**src/design/queue_pkg.sv**
```systemverilog
package queue_pkg;

    typedef logic [63:0] flit_data_t;
    typedef logic [15:0] flit_dest_t;
    typedef logic [127:0] mem_word_t; // one ring slot.
    typedef logic [31:0] addr_t;      // word address.
    typedef logic [15:0] ptr_t;       // ring index, capacity too.

    // data sits in the low bits, dest above it, last flag on top.
    localparam int LAST_BIT = 80;

    function automatic mem_word_t pack_flit(
        input flit_data_t data,
        input flit_dest_t dest,
        input logic last
    );
        mem_word_t word;
        word = '0; // unused upper bits stay zero.
        word[LAST_BIT:0] = {last, dest, data};
        return word;
    endfunction

endpackage

```
**src/design/rx_queue.sv**
```systemverilog
module rx_queue (
    input logic clk,
    input logic rst,

    input logic cfg_enable,
    input logic cfg_reset,
    input queue_pkg::addr_t cfg_base_addr,
    input queue_pkg::ptr_t cfg_capacity,
    input queue_pkg::ptr_t cfg_host_ptr,
    output queue_pkg::ptr_t status_dev_ptr,
    output logic status_idle,

    output queue_pkg::flit_data_t data,
    output queue_pkg::flit_dest_t dest,
    output logic last,
    output logic valid,
    input logic ready,

    output logic req_valid,
    input logic req_ready,
    output logic req_write,
    output queue_pkg::addr_t req_addr,
    output queue_pkg::mem_word_t req_wdata,
    input logic rsp_valid,
    input queue_pkg::mem_word_t rsp_rdata
);

    typedef enum logic [1:0] {ST_IDLE, ST_READ, ST_PRESENT} state_t;

    state_t state;
    queue_pkg::ptr_t dev_ptr;  // ring head.
    queue_pkg::ptr_t next_ptr;
    logic issued;    // read accepted, data not back yet.
    logic discard;   // stale read still in flight.
    logic in_flight;

    assign next_ptr = (dev_ptr + 16'd1 == cfg_capacity) ? '0 : dev_ptr + 16'd1;

    assign req_valid = state == ST_READ && !issued;
    assign req_write = 1'b0;
    assign req_addr = cfg_base_addr + queue_pkg::addr_t'(dev_ptr);
    assign req_wdata = '0;
    assign valid = state == ST_PRESENT;
    assign status_dev_ptr = dev_ptr;
    assign status_idle = state == ST_IDLE;

    // read that still owes a response after this cycle.
    assign in_flight = state == ST_READ && (issued ? !rsp_valid : req_ready);

    always_ff @(posedge clk) begin
        if (rst) begin
            state <= ST_IDLE;
            dev_ptr <= '0;
            issued <= 1'b0;
            discard <= 1'b0;
        end else if (cfg_reset) begin
            state <= ST_IDLE;
            dev_ptr <= '0;
            issued <= 1'b0;
            discard <= (discard && !rsp_valid) || in_flight;
        end else begin
            if (discard && rsp_valid) begin
                discard <= 1'b0;
            end
            case (state)
                ST_IDLE: begin
                    if (cfg_enable && !discard && dev_ptr != cfg_host_ptr) begin
                        state <= ST_READ;
                    end
                end
                ST_READ: begin
                    if (req_valid && req_ready) begin
                        issued <= 1'b1;
                    end
                    if (issued && rsp_valid) begin
                        issued <= 1'b0;
                        state <= ST_PRESENT;
                    end
                end
                ST_PRESENT: begin
                    if (ready) begin
                        dev_ptr <= next_ptr;
                        state <= ST_IDLE;
                    end
                end
                default: state <= ST_IDLE;
            endcase
        end
    end

    // flit held until the stream takes it.
    always_ff @(posedge clk) begin
        if (state == ST_READ && issued && rsp_valid) begin
            {last, dest, data} <= rsp_rdata[queue_pkg::LAST_BIT:0];
        end
    end

    assert property (@(posedge clk) disable iff (rst)
        rsp_valid |-> (state == ST_READ && issued) || discard)
        else $error("rx engine got a response it did not ask for");

endmodule

```
**config.mk**
```make
export PLATFORM = sky130hd
export DESIGN_NAME = rx_queue
export DESIGN_NICKNAME = d
export VERILOG_FILES = /design/src/design/queue_pkg.sv /design/src/design/rx_queue.sv
export SDC_FILE = /design/constraint.sdc
export NUM_CORES = 1
export LEC_CHECK = 0
export ABC_AREA = 1
export BUFFER_PORTS_ARGS = -buffer_cell sky130_fd_sc_hd__buf_4
export CAP_MARGIN = 20
export CORE_AREA = 2 2 178 180
export DETAILED_ROUTE_END_ITERATION = 10
export DIE_AREA = 0 0 180 182
export HOLD_SLACK_MARGIN = 0.15
export SKIP_LAST_GASP = 1
export SYNTH_ARGS = -nofsm -noshare
export SYNTH_HDL_FRONTEND = slang
export SYNTH_SLANG_ARGS = --single-unit
```
**constraint.sdc**
```tcl
create_clock -name clk -period 6.65 [get_ports clk]
set_input_delay 0.3325 -clock clk [delete_from_list [all_inputs] [get_ports clk]]
set_output_delay 0.3325 -clock clk [all_outputs]
set_load 0.005 [all_outputs]
```
==> results.json <==
{
  "fin_area_um2": 9530,
  "tritoncts": "built",
  "wl_per_cell_um": 15.5,
  "fin_hold_ws_ps": 171,
  "hold_viol": 0,
  "die_h_um": 182,
  "place_hpwl_mm": 19.2,
  "synth_top_area_share_pct": 38.2,
  "slew_headroom_pct": 52.7,
  "firstDrtPassIters": 4,
  "period_needed_ps": 3200,
  "setup_ws_ps": 3450,
  "ys_types": 35,
  "p_per_area_nw_per_um2": 146,
  "clkTransAtPathRegs_ps": 70,
  "cp.required_ps": 6320,
  "crit_end": "req_addr[25]",
  "nets": 1297,
  "setup_viol": 0,
  "initialDrtViolationCount": 182,
  "yosysWarnings": 0,
  "p_leak_nw": 4.26,
  "remaining_drc_errors": 0,
  "min-delay-start": "rsp_rdata[68]",
  "wl_met2_mm": 12.6,
  "synth.area.top_cells": "edfxtp_1, buf_4, nand2_1",
  "criticalPathCategory": "reg -> out",
  "maxCapViolCount": 0,
  "htree_levels": 3,
  "fmax_mhz": 313,
  "vias_per_cell": 3.90,
  "worst_pin_slew_ps": 710,
  "reg2reg_to": "status_dev_ptr[2]",
  "ys_ff_latch": 101,
  "antenna_left": 0,
  "syn_area_per_cell_um2": 8.85,
  "initial_core_util_pct": 20.6,
  "synthesis.area_um2": 6370,
  "root_buffer": "clkbuf_16",
  "timing.final.max_slew_violations": 0,
  "num_vias": 5795,
  "num_antenna_cells": 0,
  "outcome": "completed",
  "clk_latency_ps": 360,
  "fp-row-count": 65,
  "fin_cells": 1487,
  "dpl_worst_slack_ps": 3800,
  "period_share_pct": 48.0,
  "dr.max_layer_used": "met5",
  "r2r_slack_ps": 3970,
  "antenna_found_initial": 5,
  "route.met3.wl_mm": 1.98,
  "grt-ovfl-total": 0,
  "cp.arrival_ps": 2860,
  "finalSetupTns_ps": 0,
  "synthArstFlopShare_pct": 0,
  "io_pins": 460,
  "dp_cells": 1396,
  "end_kind": "primary output",
  "grt_pass1_vias": 5487,
  "dpl_cell_area_um2": 8480,
  "mostFrequentLayoutCell": "buf_4",
  "cts_max_path_buffers": 2,
  "final_layout_size_suffix_gt1_share_pct": 31.1,
  "grt_first_pass_wirelength_mm": 33.0,
  "post_cts_buffers": 0,
  "dieWidth_um": 180,
  "cts_sinks": 101,
  "syn2layout_area_growth_pct": 49.6,
  "drt-met1-wl_mm": 8.28,
  "grt_setup_unrepaired": "no",
  "dieArea_um2": 32800,
  "portBuffers": 283,
  "coreArea_um2": 31000,
  "critPathLaunchType": "register",
  "final_cell_mix": "buf_4, nand2_1, conb_1, edfxtp_1, dlygate4sd3_1",
  "r2r_start": "status_dev_ptr[1]",
  "peakVddDrop_mv": 0.0964,
  "synthCells": 720,
  "synth-edff-count": 81,
  "path_max_fanout": 8,
  "cp-startpoint": "status_dev_ptr[2]",
  "gp_congestion": 0.810,
  "wl_mm": 23.1,
  "synth_top_area_cell": "edfxtp_1",
  "reg2reg_depth": 12,
  "ys_seq_area_share_pct": 44.5,
  "hold_path_class": "in -> reg",
  "numCtsBuffers": 9,
  "synth-main-ff-cell": "edfxtp_1",
  "grt_max_degree": 60,
  "grt_usage_pct": 13.5,
  "finalClockSkew_ps": 14.4
}
registers in the layout (all words and copies together) (netlist names):
signal / cells
data: 64
dest: 16
status_dev_ptr: 16
state: 2
discard: 1
issued: 1
last: 1
metal layers:
metal / track usage [%] / vias to the layer above
li1: - / 2831
met1: 13.6 / 2636
met2: 26.7 / 296
met3: 4.27 / 24
met4: 3.09 / 8
met5: 0 / -
final cells by class:
cell class                      instances  area [um2]
Clock inverter                          7        57.6
Tap cell                              402         503
Timing Repair Buffer                  359        2900
Inverter                               63         236
Fill cell                            3221       21500
Multi-Input combinational cell        546        2770
Sequential cell                       101        2830
Clock buffer                            9         225
worst min path at each step:
stage	end	slack, ps	cells past startpoint
2_1_floorplan	discard	400	1
3_3_place_gp	issued	480	2
3_5_place_dp	issued	490	2
4_1_cts	data[25]	150	1
5_1_grt	dest[8]	150	1
6_report	dest[4]	170	1
cells by family after synthesis:
group | count (synthesis) | share of synthesized area [%]
simple gates | 290 | 20.4
buf+inv | 201 | 19.7
flops | 101 | 44.5
compound gates | 66 | 5.62
xor+xnor | 43 | 6.15
fa+ha+maj | 18 | 3.65
other cells | 1 | 0.0589
synthesized netlist by cell type, types with 2 or more instances:
cell type / instances
a21o_1: 2
a21oi_1: 45
a21oi_2: 3
buf_2: 2
buf_4: 130
clkbuf_1: 5
dfxtp_1: 20
edfxtp_1: 81
ha_1: 17
inv_1: 61
inv_2: 2
nand2_1: 143
nand2_2: 11
nand3_1: 39
nand3b_1: 3
nand4_1: 15
nor2_1: 48
nor2_2: 3
nor2_4: 4
nor3_1: 12
o21ai_0: 11
or2_2: 10
xnor2_1: 16
xor2_1: 26
report_power, final:
group	internal, mW	switching, mW
Combinational	0.115	0.0839
Sequential	0.682	0.000472
Clock	0.259	0.253
Total	1.06	0.338
critical path, cell delays in order (launching register included):
cell     delay [ps]
dfxtp_1         530
ha_1            350
nand3_1         100
nand3_1         200
a21oi_1         350
o21ai_0         200
a21oi_1         260
nor2_1          130
nand2_1         100
xor2_1          150
buf_4           130
timing repair:
action | CTS | global route
hold endpoints to repair | 74 | 0
hold buffers | 74 | 0
gates resized for setup | 0 | 0
per-stage QoR:
step | util (%) | total power, mW
final | 30.8 | 1.39
after global routing | 30.8 | 1.46
after CTS | 30.7 | 1.42
after detailed placement | 27.4 | 0.858
after global placement | 27.4 | 0.856
after floorplan | - | 0.807
(Power assumes the default switching activity.)
