### src/design/queue_pkg.sv
package queue_pkg;

    typedef logic [63:0] flit_data_t;
    typedef logic [15:0] flit_dest_t;
    typedef logic [127:0] mem_word_t; // one ring slot.
    typedef logic [31:0] addr_t;      // word address.
    typedef logic [15:0] ptr_t;       // ring index, capacity too.

    // data sits in the low bits, dest above it, last flag on top.
    localparam int LAST_BIT = 80;

    function automatic mem_word_t pack_flit(
        input flit_data_t data,
        input flit_dest_t dest,
        input logic last
    );
        mem_word_t word;
        word = '0; // unused upper bits stay zero.
        word[LAST_BIT:0] = {last, dest, data};
        return word;
    endfunction

endpackage

### src/design/cfg_pkg.sv
package cfg_pkg;

    typedef logic [7:0] reg_addr_t;
    typedef logic [31:0] reg_data_t;

    // low bits pick the register, the rest pick the queue.
    localparam int QUEUE_LSB = 3;

    localparam logic [2:0] REG_CTRL = 3'd0;
    localparam logic [2:0] REG_BASE = 3'd1;
    localparam logic [2:0] REG_CAPACITY = 3'd2;
    localparam logic [2:0] REG_HOST_PTR = 3'd3;
    localparam logic [2:0] REG_DEV_PTR = 3'd4;
    localparam logic [2:0] REG_STATUS = 3'd5;

    localparam int CTRL_ENABLE_BIT = 0;
    localparam int CTRL_RESET_BIT = 1; // self clearing.
    localparam int STATUS_IDLE_BIT = 0;

endpackage

### src/design/cfg_regs.sv
module cfg_regs #(
    parameter int NUM_QUEUES = 2
) (
    input logic clk,
    input logic rst,

    input logic cfg_wr,
    input logic cfg_rd,
    input cfg_pkg::reg_addr_t cfg_addr,
    input cfg_pkg::reg_data_t cfg_wdata,
    output cfg_pkg::reg_data_t cfg_rdata,
    output logic cfg_rdata_valid,

    input queue_pkg::ptr_t [NUM_QUEUES-1:0] status_dev_ptr,
    input logic [NUM_QUEUES-1:0] status_idle,

    output logic [NUM_QUEUES-1:0] cfg_enable,
    output logic [NUM_QUEUES-1:0] cfg_reset,
    output queue_pkg::addr_t [NUM_QUEUES-1:0] cfg_base_addr,
    output queue_pkg::ptr_t [NUM_QUEUES-1:0] cfg_capacity,
    output queue_pkg::ptr_t [NUM_QUEUES-1:0] cfg_host_ptr
);

    logic [4:0] sel_queue;
    logic [2:0] sel_reg;
    cfg_pkg::reg_data_t rd_word;

    assign sel_queue = cfg_addr[7:cfg_pkg::QUEUE_LSB];
    assign sel_reg = cfg_addr[cfg_pkg::QUEUE_LSB-1:0];

    always_ff @(posedge clk) begin
        if (rst) begin
            cfg_enable <= '0;
            cfg_reset <= '0;
            cfg_base_addr <= '0;
            cfg_capacity <= '0;
            cfg_host_ptr <= '0;
        end else begin
            cfg_reset <= '0; // one cycle pulse.
            for (int q = 0; q < NUM_QUEUES; q++) begin
                if (cfg_wr && sel_queue == q) begin
                    case (sel_reg)
                        cfg_pkg::REG_CTRL: begin
                            cfg_enable[q] <= cfg_wdata[cfg_pkg::CTRL_ENABLE_BIT];
                            cfg_reset[q] <= cfg_wdata[cfg_pkg::CTRL_RESET_BIT];
                        end
                        cfg_pkg::REG_BASE: cfg_base_addr[q] <= cfg_wdata;
                        cfg_pkg::REG_CAPACITY: cfg_capacity[q] <= cfg_wdata[15:0];
                        cfg_pkg::REG_HOST_PTR: cfg_host_ptr[q] <= cfg_wdata[15:0];
                        default: ; // dev ptr and status are read only.
                    endcase
                end
            end
        end
    end

    // unmapped queues and offsets fall through as zero.
    always_comb begin
        rd_word = '0;
        for (int q = 0; q < NUM_QUEUES; q++) begin
            if (sel_queue == q) begin
                case (sel_reg)
                    cfg_pkg::REG_CTRL: rd_word[cfg_pkg::CTRL_ENABLE_BIT] = cfg_enable[q];
                    cfg_pkg::REG_BASE: rd_word = cfg_base_addr[q];
                    cfg_pkg::REG_CAPACITY: rd_word[15:0] = cfg_capacity[q];
                    cfg_pkg::REG_HOST_PTR: rd_word[15:0] = cfg_host_ptr[q];
                    cfg_pkg::REG_DEV_PTR: rd_word[15:0] = status_dev_ptr[q];
                    cfg_pkg::REG_STATUS: rd_word[cfg_pkg::STATUS_IDLE_BIT] = status_idle[q];
                    default: rd_word = '0;
                endcase
            end
        end
    end

    always_ff @(posedge clk) begin
        if (rst) begin
            cfg_rdata_valid <= 1'b0;
        end else begin
            cfg_rdata_valid <= cfg_rd;
        end
    end

    always_ff @(posedge clk) begin
        cfg_rdata <= rd_word;
    end

    // the bus master issues one access per cycle.
    assert property (@(posedge clk) disable iff (rst) !(cfg_rd && cfg_wr))
        else $error("cfg read and write in the same cycle");

    assert property (@(posedge clk) disable iff (rst) (cfg_reset & $past(cfg_reset)) == '0)
        else $error("queue reset held longer than one cycle");

endmodule

### config.mk
export PLATFORM = sky130hd
export DESIGN_NAME = cfg_regs
export DESIGN_NICKNAME = d
export VERILOG_FILES = /design/src/design/queue_pkg.sv /design/src/design/cfg_pkg.sv /design/src/design/cfg_regs.sv
export SDC_FILE = /design/constraint.sdc
export NUM_CORES = 1
export LEC_CHECK = 0
export BUFFER_PORTS_ARGS = -buffer_cell sky130_fd_sc_hd__buf_2
export CAP_MARGIN = 20
export CORE_ASPECT_RATIO = 1.25
export CORE_MARGIN = 2
export CORE_UTILIZATION = 35
export CTS_CLUSTER_DIAMETER = 60
export DETAILED_ROUTE_END_ITERATION = 10
export SLEW_MARGIN = 20
export SYNTH_ARGS = -nofsm -noshare
export SYNTH_HDL_FRONTEND = slang
export SYNTH_SLANG_ARGS = --single-unit
### constraint.sdc
create_clock -name clk -period 2.4 [get_ports clk]
set_clock_uncertainty 0.1 [all_clocks]
set_input_delay 0.48 -clock clk [delete_from_list [all_inputs] [get_ports clk]]
set_output_delay 0.48 -clock clk [all_outputs]
set_load 0.01 [all_outputs]
==> results_dict.tcl <==
set metrics [dict create \
    outcome "completed" \
    setup_viol 0 \
    fin_hold_ws_ns 0.163 \
    drive_gt1_frac 0.332 \
    start_kind "primary input" \
    vias 6334 \
    seq_area_frac_synth 0.493 \
    tightest_slew_ns 1.07 \
    max-vdd-ir-drop_mv 0.423 \
    power.internal_mw 4.33 \
    io_buffers 242 \
    synthFlopType "dfxtp_1" \
    crit_top_cell "or4_4" \
    grt_overflow 0 \
    path_clk_slew_ns 0.07 \
    worstPathRequired_ns 2.61 \
    synth-simple-area-share 0.156 \
    synth-compound-area-share 0.156 \
    syn_inst 743 \
    core_mm2 0.0188 \
    cp_num_cells 5 \
    start_util 0.357 \
    die_x_um 128 \
    cpPeakStageDelay_ns 0.69 \
    synth_common_cells "165 x dfxtp_1, 135 x nand2_1, 90 x mux2i_1" \
    firstDrtPassIters 8 \
    grt.total_usage 0.228 \
    hold_class "primary input to register" \
    async_flop_share 0 \
    cts_tree "done" \
    grt_pass1_wl_mm 35.6 \
    cts_buffers 17 \
    p_leak_nw 4.03 \
    min_path_cells 2 \
    fin_crit_ns 1.90 \
    gp_congestion 0.838 \
    synth_top_family_by_area "compound AO/OA/AOI/OAI gates" \
    slew_viol_final 0 \
    root_buffer "clkbuf_16" \
    drt_iter0_markers 392 \
    switching_share 0.242 \
    maxSlewHeadroom 0.283 \
    end_kind "register" \
    synthMuxAreaShare 0.149 \
    drc 0 \
    synth_most_common_cell "dfxtp_1" \
    grt_pass1_vias 6191 \
    antenna_left 0 \
    finalSetupTns_ns 0 \
    yosysTopAreaCell "dfxtp_1" \
    cts_setup_buffers 0 \
    clock_latency_ns 0.42 \
    avgSynthCellArea_um2 9.02 \
    wl_per_cell_um 19.2 \
    combPwrFrac 0.059 \
    syn_area_mm2 0.00670 \
    fin_crit_sh 0.791 \
    die-area_mm2 0.0203 \
    syn_nets 821 \
    path_buf_inv 1 \
    fp-row-count 56 \
    clock_path_buffers 2 \
    ys_top_cells_by_area "dfxtp_1 49%, mux2i_1 13%, nand2_1 7.6%" \
    reg2reg_depth 4 \
    ctsResizeCount 0 \
    worstPathArrival_ns 2.11 \
    die_h_um 159 \
    criticalPathCategory "primary input to register" \
    cp_cell_sequence "buf_2 > or4_4 > or4_4 > mux2i_1 > nor2_1" \
    cts_hold_buf 0 \
    cp_max_fo 16 \
    synth_edf_count 0 \
    synth_top_area_frac 0.493 \
    ys_seq_elements 165 \
    crit_family "simple AND/OR/NAND/NOR gates" \
    io_pins 243 \
    synth_warnings 0 \
    critical_path.slowest_cell "or4_4" \
    hpwl_mm 16.2 \
    cts_max_level 4 \
    p_sw_mw 1.38 \
    area_delta_synth_final_pct 32.9 \
    rsz0062_at_grt "no" \
    cts.sinks 165 \
    synth-adder-area-share 0 \
    finalHoldViolations 0 \
    fin_nets 1054 \
    fmax_ghz 0.527 \
    pwr-share-clk 0.460 \
    maxCapViolCount 0 \
    vias_per_cell 5.18 \
    power_mw 5.71 \
    p_per_area_mw_per_mm2 641 \
    synth_xor_area_frac 0.00131 \
    grt_max_degree 44 \
    antenna_found_initial 1 \
    totalWireLength_mm 23.5 \
    sequentialPowerShare 0.480 \
    yosys.cell_types.count 34 \
]
-- layout by cell type, fill, tap and decap left out, types with 3 or more instances in the layout --
master / instances
buf_2: 241
dfxtp_1: 165
nand2_1: 135
mux2i_1: 90
nor2_1: 83
a21oi_1: 72
a22oi_1: 43
o22ai_1: 27
buf_4: 27
clkbuf_16: 17
a22o_1: 16
buf_12: 11
mux2_2: 7
nor2b_1: 6
a221oi_1: 5
clkinvlp_4: 5
nand2b_1: 3
nand3_1: 3
clkinv_2: 3
inv_6: 3
-- through the flow --
stage | cell area [um2] | instances | utilization | setup WS, ns
finish | 8910 | 1222 | 0.475 | 0.502
global route | 8910 | 1222 | 0.475 | 0.427
CTS | 8910 | 1221 | 0.474 | 0.516
detailed placement | 8340 | 1189 | 0.444 | 0.0638
global placement | 8340 | 1189 | 0.444 | 0.0806
floorplan | 6700 | 743 | - | 0.0869
-- per-layer routing --
layer / GRT usage / part of all wire
met1: 0.277 / 0.42
met2: 0.383 / 0.48
met3: 0.0637 / 0.067
met4: 0.0789 / 0.024
met5: 0 / 0
-- sequential cells by signal, summed over array words and instances (netlist names) --
register,count
cfg_host_ptr,32
cfg_enable,2
cfg_reset,2
cfg_rdata,32
cfg_base_addr,64
cfg_capacity,32
cfg_rdata_valid,1
-- power groups by stage --
stage | registers (mW) | logic, mW | clock network [mW]
2_1_floorplan | 2.81 | 0.155 | 0
3_3_place_gp | 2.81 | 0.335 | 0
3_5_place_dp | 2.81 | 0.335 | 0
4_1_cts | 2.74 | 0.336 | 2.68
5_1_grt | 2.74 | 0.362 | 2.81
6_report | 2.74 | 0.340 | 2.63
-- logic make-up (layout without fill, tap and decap cells) --
logic type / Yosys count / count (layout)
muxes: 98 / 98
other: 0 / 1
and+or+nand+nor: 248 / 248
xor gates and xnor gates: 1 / 1
DFF: 165 / 165
AOI/OAI and AO/OA: 164 / 164
buffers and inverters: 67 / 313
-- worst paths after layout --
check	to	startpoint	slack (ns)
worst max-delay path	cfg_capacity[20]	cfg_addr[4]	0.50
worst min-delay path	cfg_rdata_valid	cfg_rd	0.16
worst max register to register	cfg_rdata[4]	cfg_capacity[20]	1.03
worst min register to register	cfg_base_addr[48]	cfg_base_addr[48]	0.37
-- layout make-up --
cell class                 instances  area, um2
timing repair buffer             279       1630
fill                            1856       9870
sequential                       165       3300
tap                              232        290
clock buffer                      18        439
clock inverter                    14        126
inverter                           2       7.51
antenna                            1       2.50
multi-input combinational        511       3110
(Power assumes the default switching activity.)
