**config.mk**
```make
export PLATFORM = sky130hd
export DESIGN_NAME = tx_queue
export DESIGN_NICKNAME = d
export VERILOG_FILES = /design/src/design/queue_pkg.sv /design/src/design/tx_queue.sv
export SDC_FILE = /design/constraint.sdc
export NUM_CORES = 1
export LEC_CHECK = 0
export BUFFER_PORTS_ARGS = -buffer_cell sky130_fd_sc_hd__buf_2
export CELL_PAD_IN_SITES_DETAIL_PLACEMENT = 0
export CELL_PAD_IN_SITES_GLOBAL_PLACEMENT = 2
export CORE_AREA = 2 2 181 183
export DETAILED_ROUTE_END_ITERATION = 12
export DIE_AREA = 0 0 183 185
export GPL_TIMING_DRIVEN = 0
export HOLD_SLACK_MARGIN = 0.08
export PLACE_DENSITY_LB_ADDON = 0.15
export SLEW_MARGIN = 0
export SYNTH_ARGS = -nofsm -noshare
export SYNTH_HDL_FRONTEND = slang
export SYNTH_SLANG_ARGS = --single-unit
```
**constraint.sdc**
```tcl
create_clock -name clk -period 8.26 [get_ports clk]
set_clock_uncertainty 0.15 [all_clocks]
set_input_delay 0 -clock clk [delete_from_list [all_inputs] [get_ports clk]]
set_output_delay 0 -clock clk [all_outputs]
set_load 0.03 [all_outputs]
```
**src/design/queue_pkg.sv**
```systemverilog
package queue_pkg;

    typedef logic [63:0] flit_data_t;
    typedef logic [15:0] flit_dest_t;
    typedef logic [127:0] mem_word_t; // one ring slot.
    typedef logic [31:0] addr_t;      // word address.
    typedef logic [15:0] ptr_t;       // ring index, capacity too.

    // data sits in the low bits, dest above it, last flag on top.
    localparam int LAST_BIT = 80;

    function automatic mem_word_t pack_flit(
        input flit_data_t data,
        input flit_dest_t dest,
        input logic last
    );
        mem_word_t word;
        word = '0; // unused upper bits stay zero.
        word[LAST_BIT:0] = {last, dest, data};
        return word;
    endfunction

endpackage

```
**src/design/tx_queue.sv**
```systemverilog
module tx_queue (
    input logic clk,
    input logic rst,

    input logic cfg_enable,
    input logic cfg_reset,
    input queue_pkg::addr_t cfg_base_addr,
    input queue_pkg::ptr_t cfg_capacity,
    input queue_pkg::ptr_t cfg_host_ptr,
    output queue_pkg::ptr_t status_dev_ptr,
    output logic status_idle,

    input queue_pkg::flit_data_t data,
    input queue_pkg::flit_dest_t dest,
    input logic last,
    input logic valid,
    output logic ready,

    output logic req_valid,
    input logic req_ready,
    output logic req_write,
    output queue_pkg::addr_t req_addr,
    output queue_pkg::mem_word_t req_wdata,
    input logic rsp_valid,
    input queue_pkg::mem_word_t rsp_rdata
);

    typedef enum logic {ST_IDLE, ST_WRITE} state_t;

    state_t state;
    queue_pkg::ptr_t dev_ptr;  // ring tail.
    queue_pkg::ptr_t next_ptr;
    queue_pkg::mem_word_t word_q;
    logic full;

    assign next_ptr = (dev_ptr + 16'd1 == cfg_capacity) ? '0 : dev_ptr + 16'd1;
    assign full = next_ptr == cfg_host_ptr; // one slot kept empty.

    assign ready = cfg_enable && state == ST_IDLE && !full;
    assign req_valid = state == ST_WRITE;
    assign req_write = 1'b1;
    assign req_addr = cfg_base_addr + queue_pkg::addr_t'(dev_ptr);
    assign req_wdata = word_q;
    assign status_dev_ptr = dev_ptr;
    assign status_idle = state == ST_IDLE;

    always_ff @(posedge clk) begin
        if (rst || cfg_reset) begin
            state <= ST_IDLE;
            dev_ptr <= '0;
        end else begin
            case (state)
                ST_IDLE: begin
                    if (valid && ready) begin
                        state <= ST_WRITE;
                    end
                end
                ST_WRITE: begin
                    if (req_ready) begin
                        dev_ptr <= next_ptr; // write done at acceptance.
                        state <= ST_IDLE;
                    end
                end
            endcase
        end
    end

    always_ff @(posedge clk) begin
        if (valid && ready) begin
            word_q <= queue_pkg::pack_flit(data, dest, last);
        end
    end

    assert property (@(posedge clk) disable iff (rst)
        req_valid && !req_ready && !cfg_reset |=> req_valid)
        else $error("tx write request dropped before acceptance");

    // only rx engines read, so the arbiter never routes data here.
    assert property (@(posedge clk) disable iff (rst) !rsp_valid)
        else $error("tx engine got read data %h", rsp_rdata);

endmodule

```
==> summary.md, run 1 <==
| Metric | Value |
|---|---|
| Area delta synth->final | 53.9% |
| DRT Pass-1 Iters | 4 |
| Post-synth top flop | edfxtp_1 |
| Worst hold slack | 0.116 ns |
| Mapped Cells | 603 |
| Internal | 0.000910 W |
| WHS Path Cells | 4 |
| RSZ-0062 raised after global routing | no |
| # port buffers | 280 |
| Switch share | 29.2% |
| Total track usage | 12.9% |
| P_leak | 4.09 nW |
| Starting DRT DRC Count | 231 |
| CTS H-tree depth | 3 |
| EDFF count, synth | 81 |
| Post-route setup slack | 2.45 ns |
| Fill cell count | 3457 |
| Hold Fails Final Rpt | 0 |
| Post-route setup TNS | 0 ns |
| Asr flop ratio synth | 0% |
| Largest net degree at the start of global routing | 29 |
| First-pass GRT wire length | 33.5 mm |
| Hold crit path type | primary input to register |
| Die Area | 33900 um^2 |
| Share of cells above drive strength 1 | 37.4% |
| Mux contribution to synthesized area | 0.894% |
| Starting Density | 19.2% |
| Final wirelength | 23.1 mm |
| Net count, final | 1325 |
| DP Worst Slack | 2.56 ns |
| Via Count | 5948 |
| Post-synthesis register bit count | 98 |
| Post-Synth XOR/XNOR Area | 7.98% |
| Post-synthesis cell area | 6160 um^2 |
| Setup violations, final | 0 |
| Class of the most critical setup path | register to register |
| Cell Chain, Critical Path | ha_1, nand3_1, xnor2_1, xor2_1, a2111oi_1, nand4_1, nor2_2, buf_4, o32ai_1, and4_1, a21oi_4, buf_16, buf_12, buf_12 |
| Crit end category | register |
| Worst skew pair latency | 0.35 ns |
| Synth Area in Compound Gates | 14.1% |
| Wire per inst | 16.0 um |
| Number of global-route vias before repair | 5790 |
| Worst Path Arrival | 5.71 ns |
| Largest area contributor in the netlist | edfxtp_1 |
| Top-area cell type share of the netlist area | 39.5% |
| Final ANT Viol Nets | 0 |
| Hold buffer count at CTS | 84 |
| Worst slew margin | 50.5% |
| CTS Buffer Depth | 2 |
| Detailed placer's ending HPWL | 18.2 mm |
| Maximum VDD drop | 0.0895 mV |
| Crit path max fanout | 28 |
| Antenna violations before repair | 1 |
| PwrDens | 136 nW/um^2 |
| Num Clock Sinks | 98 |
| Tmin final | 5.81 ns |
| DR vias/cell | 4.13 |
| Resized cells post-CTS | 0 |
| Comb power frac | 21.1% |
| CTS tree | built |
| CP most frequent cell | buf_12 |
| Worst-margin pin slew | 0.737 ns |
| MaxCap Viol Count | 0 |
| Critical Path RT | 8.16 ns |
| Post-synthesis adder-cell area fraction | 3.78% |
| Status | completed |
| Syn Area/Cell | 10.2 um^2 |
| Worst reg-to-reg path cell count | 14 |
| Post-CTS Setup Bufs | 0 |
| Count of cell types in the netlist | 80 |
| Residual DRC | 0 |
| GRT overflow | 0 |
| Core Area | 32000 um^2 |
| Largest family of logic cells by synthesized area | simple AND/OR/NAND/NOR gates |
| Top cells by area, synth | edfxtp_1 39%, buf_4 6.6%, dfxtp_1 5.5% |
| YS warnings | 0 |
| Slew Viols, Final | 0 |
| Slowest CP cell | a2111oi_1 |
| Grt met1 use | 16.8% |
| Post-DP Area | 8320 um^2 |
| Fmax | 0.172 GHz |
| Worst Setup Start Kind | register |
| Met3 GRT Util | 2.44% |
| Die Wd | 183 um |
| NetSw | 0.000375 W |
| Clock Power Share | 35.3% |
| Seq pwr share | 43.6% |
| I/O pin cnt | 460 |
| Rows | 66 |
| Die Height | 185 um |
| Clock slew at reported path FFs | 0.07 ns |
| Num CTS Buffers | 9 |
| Final worst-path cycle share | 70.4% |
| GRT Max-Usage Layer | met2 |
| GP Congestion | 0.737 |
| Final Instance Area | 9480 um^2 |
| Worst path max stage delay | 0.69 ns |
| Seq/Total Area, Yosys | 45.0% |
| Clock root cell | clkbuf_16 |
| Simple-gate share of the synthesized area | 19.0% |
| Met2 Use GR | 22.2% |
## cell usage in the layout, fill, tap and decap left out, types with 4 or more instances in the layout
master and n:
buf_2 289, dlygate4sd3_1 84, edfxtp_1 81, buf_4 54, conb_1 48, nor2_1 41, xnor2_1 38, nand3_1 35
nand2_1 35, a21oi_1 32, o21ai_0 25, inv_1 20, ha_1 17, dfxtp_1 17, xor2_1 13, and3_1 12
nor3_1 11, nor4_1 11, a31oi_1 10, clkbuf_16 9, nand3b_1 8, clkbuf_1 7, o211ai_1 6, and4_1 5
or3_1 5, nand4_1 5, o21a_1 4, or2_2 4, o31ai_1 4, nor2b_1 4, a211oi_1 4, mux2_2 4
nor3b_1 4, a32o_1 4
## critical path, delay by kind of cell, from the launching register on
kind	cells	cell delay, ns
AO/OA/AOI/OAI	3	1.31
XOR/XNOR	2	0.81
adder cells (fa/ha/maj)	1	0.33
buffers and inverters	4	0.90
flip-flops	1	0.58
AND/OR/NAND/NOR	4	1.39
## synth_stat cells, drive strengths merged, types with 3 or more instances
| cell | n |
|---|---|
| edfxtp | 81 |
| buf | 65 |
| nor2 | 44 |
| xnor2 | 38 |
| nand3 | 36 |
| nand2 | 35 |
| a21oi | 33 |
| o21ai | 26 |
| inv | 20 |
| dfxtp | 17 |
| ha | 17 |
| nor3 | 13 |
| nor4 | 13 |
| xor2 | 13 |
| and3 | 12 |
| a31oi | 10 |
| clkbuf | 8 |
| nand3b | 8 |
| nand4 | 7 |
| o211ai | 6 |
| and4 | 5 |
| or2 | 5 |
| or3 | 5 |
| a211oi | 4 |
| a32o | 4 |
| and2 | 4 |
| mux2 | 4 |
| nor2b | 4 |
| nor3b | 4 |
| o21a | 4 |
| o31ai | 4 |
| a21o | 3 |
| a221oi | 3 |
| nand2b | 3 |
| nor4b | 3 |
## through the flow
stage          cells  util [%]  power [W]
2_1_floorplan    649         -   0.000725
3_3_place_gp    1337      25.7   0.000810
3_5_place_dp    1340      26.0   0.000811
4_1_cts         1440      29.6    0.00131
5_1_grt         1441      29.6    0.00134
6_report        1441      29.6    0.00129
## cell type report
class	instances	area, um^2	area share (%)
clock buffers	9	225	2.38
diodes	1	2.50	0.0264
multi-input cells	458	3010	31.7
flip-flops and latches	98	2770	29.2
well taps	408	510	5.38
clock inverters	7	90.1	0.950
plain buffers	73	489	5.16
repair buffers	367	2310	24.4
inverters	20	75.1	0.792
## sequential cells by signal (all words and copies together) (netlist names)
| name | cells |
|---|---|
| req_valid | 1 |
| status_dev_ptr | 16 |
| req_wdata | 81 |
## logic make-up (layout without fill, tap and decap cells)
family,after synthesis,in the layout
XOR/XNOR,53,53
AO/OA/AOI/OAI,128,128
AND/OR/NAND/NOR,206,206
flip-flops,98,98
buffers and inverters,93,476
adder cells (fa/ha/maj),18,18
other,2,49
multiplexers,5,5
## layer usage
metal / part of all wire [%] / wire length, um / vias to the layer above
met5: 0 / 0 / -
li1: - / - / 3011
met3: 4.6 / 1070 / 13
met1: 45 / 10500 / 2743
met4: 1.2 / 279 / 0
met2: 49 / 11300 / 181
## power by group through the flow
stage / combinational (W) / sequential (W) / clock [W]
floorplan: 0.000112 / 0.000613 / 0
global placement: 0.000234 / 0.000576 / 0
detailed placement: 0.000239 / 0.000572 / 0
CTS: 0.000272 / 0.000560 / 0.000474
global route: 0.000290 / 0.000562 / 0.000489
finish: 0.000271 / 0.000560 / 0.000454
## path summary, 6_finish.rpt
kind / startpoint / end / slack (ns)
setup / recovery: status_dev_ptr[1]$_SDFFE_PP0P_ / req_wdata[64]$_DFFE_PP_ / 2.45
hold / removal: req_ready / status_dev_ptr[1]$_SDFFE_PP0P_ / 0.12
setup reg to reg: status_dev_ptr[1]$_SDFFE_PP0P_ / req_wdata[64]$_DFFE_PP_ / 2.45
hold reg to reg: status_dev_ptr[14]$_SDFFE_PP0P_ / status_dev_ptr[14]$_SDFFE_PP0P_ / 0.41
No activity file was read; power rests on OpenSTA's default activity.
==> inputs of run 2 (changes only) <==
--- a/config.mk
+++ b/config.mk
@@ -5,12 +5,13 @@
 export SDC_FILE = /design/constraint.sdc
 export NUM_CORES = 1
 export LEC_CHECK = 0
+export ABC_AREA = 1
 export BUFFER_PORTS_ARGS = -buffer_cell sky130_fd_sc_hd__buf_2
 export CELL_PAD_IN_SITES_DETAIL_PLACEMENT = 0
 export CELL_PAD_IN_SITES_GLOBAL_PLACEMENT = 2
-export CORE_AREA = 2 2 181 183
+export CORE_AREA = 2 2 180 182
 export DETAILED_ROUTE_END_ITERATION = 12
-export DIE_AREA = 0 0 183 185
+export DIE_AREA = 0 0 182 184
 export GPL_TIMING_DRIVEN = 0
 export HOLD_SLACK_MARGIN = 0.08
 export PLACE_DENSITY_LB_ADDON = 0.15
==> constraint.sdc (replaced) <==
create_clock -name clk -period 5.82 [get_ports clk]
set_clock_uncertainty 0.15 [all_clocks]
set_input_delay 0 -clock clk [delete_from_list [all_inputs] [get_ports clk]]
set_output_delay 0 -clock clk [all_outputs]
set_load 0.03 [all_outputs]
==> run 2 against run 1 <==
Effect of this change: synthesized area decreased by 10%; hold slack got worse by 0.0016 ns; register-to-register slack got worse by 0.88 ns; clock-buffer cell count increased by 1; first-iteration DRC count decreased by 37%; sequential power increased by 43%; synthesized cell count increased by 0.17%; power increased by 41%; fmax increased by 37%; non-clock buffer count decreased by 15; highest routed layer is now met5.
==> summary.md, run 2 <==
| Metric | Value |
|---|---|
| Status | completed |
| Worst skew pair latency | 0.35 ns (about the same) |
| GP Congestion | 0.720 (-2.3%) |
| Crit path max fanout | 10 (-64%) |
| P_leak | 4.15 nW (+1.5%) |
| Die Height | 184 um (-0.54%) |
| Num Clock Sinks | 98 (unchanged) |
| Clock slew at reported path FFs | 0.07 ns (about the same) |
| Worst hold slack | 0.114 ns (-0.00156 ns) |
| Resized cells post-CTS | 0 (unchanged) |
| Core Area | 31400 um^2 (-2.0%) |
| Max reg flops | 81 (unchanged) |
| DR vias/cell | 3.77 (-8.7%) |
| Post-DP Area | 7650 um^2 (-8.1%) |
| Net count, final | 1329 (+0.30%) |
| Total track usage | 11.9% (-1.0 points) |
| Maximum VDD drop | 0.126 mV (+41%) |
| Worst path max stage delay | 0.57 ns (-0.12 ns) |
| Met2 Use GR | 21.0% (-1.2 points) |
| GRT overflow | 0 (unchanged) |
| Final ANT Viol Nets | 0 (unchanged) |
| Mapped Cells | 604 (+0.17%) |
| Share of cells above drive strength 1 | 36.1% (-1.3 points) |
| Die Area | 33500 um^2 (-1.1%) |
| Rows | 65 (-1.5%) |
| YS warnings | 0 (unchanged) |
| Syn Area/Cell | 9.15 um^2 (-10%) |
| Hold crit path type | primary input to register |
| Asr flop ratio synth | 0% (unchanged) |
| Class of the most critical setup path | register to register |
| Fill cell count | 3438 (-0.55%) |
| Commonest non-fill, non-tap cell in the layout | buf_2 |
| First-pass GRT wire length | 30.1 mm (-10%) |
| PwrDens | 206 nW/um^2 (+52%) |
| Crit end category | register |
| Fmax | 0.235 GHz (+37%) |
| Clock root cell | clkbuf_16 |
| Starting Density | 17.6% (-1.6 points) |
| Wire per inst | 14.4 um (-10%) |
| Met3 GRT Util | 3.39% (+0.95 points) |
| Slowest CP cell | dlygate4sd3_1 |
| Antenna violations before repair | 9 (+8) |
| Number of global-route vias before repair | 5313 (-8.2%) |
| CTS H-tree depth | 3 (unchanged) |
| DRT Pass-1 Iters | 4 (unchanged) |
| Slew Viols, Final | 0 (unchanged) |
| Post-synthesis cell area | 5530 um^2 (-10%) |
| Buffers & Inverters on Critical Path | 3 (-1) |
| Setup violations, final | 0 (unchanged) |
| Design Power | 0.00182 W (+41%) |
| Top delay family on crit path | simple AND/OR/NAND/NOR gates |
| Hold Fails Final Rpt | 0 (unchanged) |
| Most frequent cells in the layout | 282 x buf_2, 159 x nand2_1, 87 x dlygate4sd3_1 |
| RSZ-0062 raised after global routing | no |
| Post-synth top flop | edfxtp_1 |
| Synth top cells by count | 159 x nand2_1, 81 x edfxtp_1, 53 x inv_1 |
| CTS Buffer Depth | 2 (unchanged) |
| Starting DRT DRC Count | 145 (-37%) |
| Detailed placer's ending HPWL | 16.6 mm (-8.9%) |
| Most frequent cell after synthesis | nand2_1 |
| Cell Chain, Critical Path | ha_1, nand2_2, nor2_4, nand2_2, nor2_1, nand2_1, nand2_2, nand2_1, nand2_1, nand2_1, nor2_2, nand3_4, buf_6, nand3b_1, nand2_1, nor2_1, nand2_1, nor2_1, nand2_2, nand3_2, dlygate4sd3_1, a21oi_2, dlygate4sd3_1 |
| Area delta synth->final | 59.8% |
| CTS tree | built |
| Worst Setup Start Kind | register |
| Top-area cell type share of the netlist area | 44.0% (+4.5 points) |
| Final worst-path cycle share | 73.1% (+2.7 points) |
| Worst-margin pin slew | 0.581 ns (-0.156 ns) |
| Via Count | 5420 (-8.9%) |
| I/O pin cnt | 460 (unchanged) |
| Final Instance Area | 8830 um^2 (-6.8%) |
| Worst Path Arrival | 4.35 ns (-1.36 ns) |
| Largest net degree at the start of global routing | 60 (+110%) |
| MaxCap Viol Count | 0 (unchanged) |
| Worst slew margin | 61.3% (+11 points) |
| Num CTS Buffers | 9 (unchanged) |
| Final wirelength | 20.7 mm (-10%) |
| Top cells by area, synth | edfxtp_1 44%, nand2_1 11%, buf_4 6.5% |
| Diodes inserted | 0 (-1) |
| Residual DRC | 0 (unchanged) |
| Largest area contributor in the netlist | edfxtp_1 |
| Count of cell types in the netlist | 34 (-57%) |
| Tmin final | 4.26 ns (-1.56 ns) |
| EDFF count, synth | 81 (unchanged) |
| Grt met1 use | 14.0% (-2.8 points) |
| Post-synthesis register bit count | 98 (unchanged) |
| GRT Max-Usage Layer | met2 |
| Critical Path RT | 5.91 ns (-2.25 ns) |
| CP most frequent cell | nand2_1 |
| Die Wd | 182 um (-0.55%) |
| Seq/Total Area, Yosys | 50.1% (+5.1 points) |
| # port buffers | 282 (+0.71%) |
run 2: cell types whose count changed after synthesis, moves of 8 or more:
cell,change
and3_1,-12
inv_1,+33
a31oi_1,-10
nand3b_1,+11
nor4_1,-11
buf_2,-9
nand2_2,+8
xnor2_1,-26
nand2_1,+124
run 2: cells by family (layout without fill, tap and decap cells):
kind of cell / Yosys count / after routing / synth area share, %
buffers and inverters: 109 / 495 / 11.1
and+or+nand+nor: 279 / 279 / 23.1
xor gates and xnor gates: 31 / 31 / 4.91
adders and majority gates: 18 / 18 / 4.21
AOI/OAI and AO/OA: 67 / 67 / 6.43
other: 2 / 48 / 0.136
DFF: 98 / 98 / 50.1
run 2: stage by stage:
| step | setup TNS [ns] | worst slack (ns) | instances | util (%) |
|---|---|---|---|---|
| floorplan | 0 | 1.31 | 650 | - |
| global placement | -1.59 | -0.0316 | 1334 | 24.3 |
| detailed placement | 0 | 1.81 | 1335 | 24.4 |
| CTS | 0 | 1.44 | 1438 | 28.1 |
| global route | 0 | 1.09 | 1438 | 28.1 |
| finish | 0 | 1.56 | 1438 | 28.1 |
run 2: layer usage:
layer / share of wire (%) / wire [um]
met3: 8.4 / 1750
met5: 0.55 / 114
met4: 1.2 / 240
met1: 42 / 8790
met2: 47 / 9800
run 2: what timing repair did:
action	4_1_cts	5_1_grt
buffers inserted	0	0
hold buffers	87	0
hold endpoints to repair	111	0
run 2: area by class of cell:
| class | count | area (um^2) | share of cell area (%) |
|---|---|---|---|
| Buffer | 55 | 409 | 4.63 |
| Clock buffer | 10 | 229 | 2.59 |
| Clock inverter | 6 | 88.8 | 1.01 |
| Inverter | 54 | 205 | 2.32 |
| Multi-Input combinational cell | 443 | 2320 | 26.2 |
| Sequential cell | 98 | 2770 | 31.4 |
| Tap cell | 402 | 503 | 5.69 |
| Timing Repair Buffer | 370 | 2310 | 26.1 |
run 2: power by group:
| group | switching, W | leakage, nW | internal, W |
|---|---|---|---|
| combinational | 0.000223 | 3.10 | 0.000149 |
| clock | 0.000269 | 0.156 | 0.000380 |
| sequential | 0.00000845 | 0.895 | 0.000790 |
| total | 0.000500 | 4.15 | 0.00132 |
run 2: final timing paths:
kind / from / endpoint / slack [ns] / cells after the start
worst max-delay path: status_dev_ptr[1]$_SDFFE_PP0P_ / req_valid$_SDFF_PP0_ / 1.56 / 23
worst min-delay path: cfg_reset / status_dev_ptr[7]$_SDFFE_PP0P_ / 0.11 / 5
worst max register to register: status_dev_ptr[1]$_SDFFE_PP0P_ / req_valid$_SDFF_PP0_ / 1.56 / 23
worst min register to register: status_dev_ptr[3]$_SDFFE_PP0P_ / status_dev_ptr[3]$_SDFFE_PP0P_ / 0.51 / 2
run 2: worst reg2reg max path, delay by kind of cell (launching register included):
| family | cells | cell delay [ns] |
|---|---|---|
| buffers and inverters | 3 | 1.30 |
| flip-flops | 1 | 0.50 |
| AO/OA/AOI/OAI | 1 | 0.05 |
| AND/OR/NAND/NOR | 18 | 1.83 |
| adder cells (fa/ha/maj) | 1 | 0.31 |
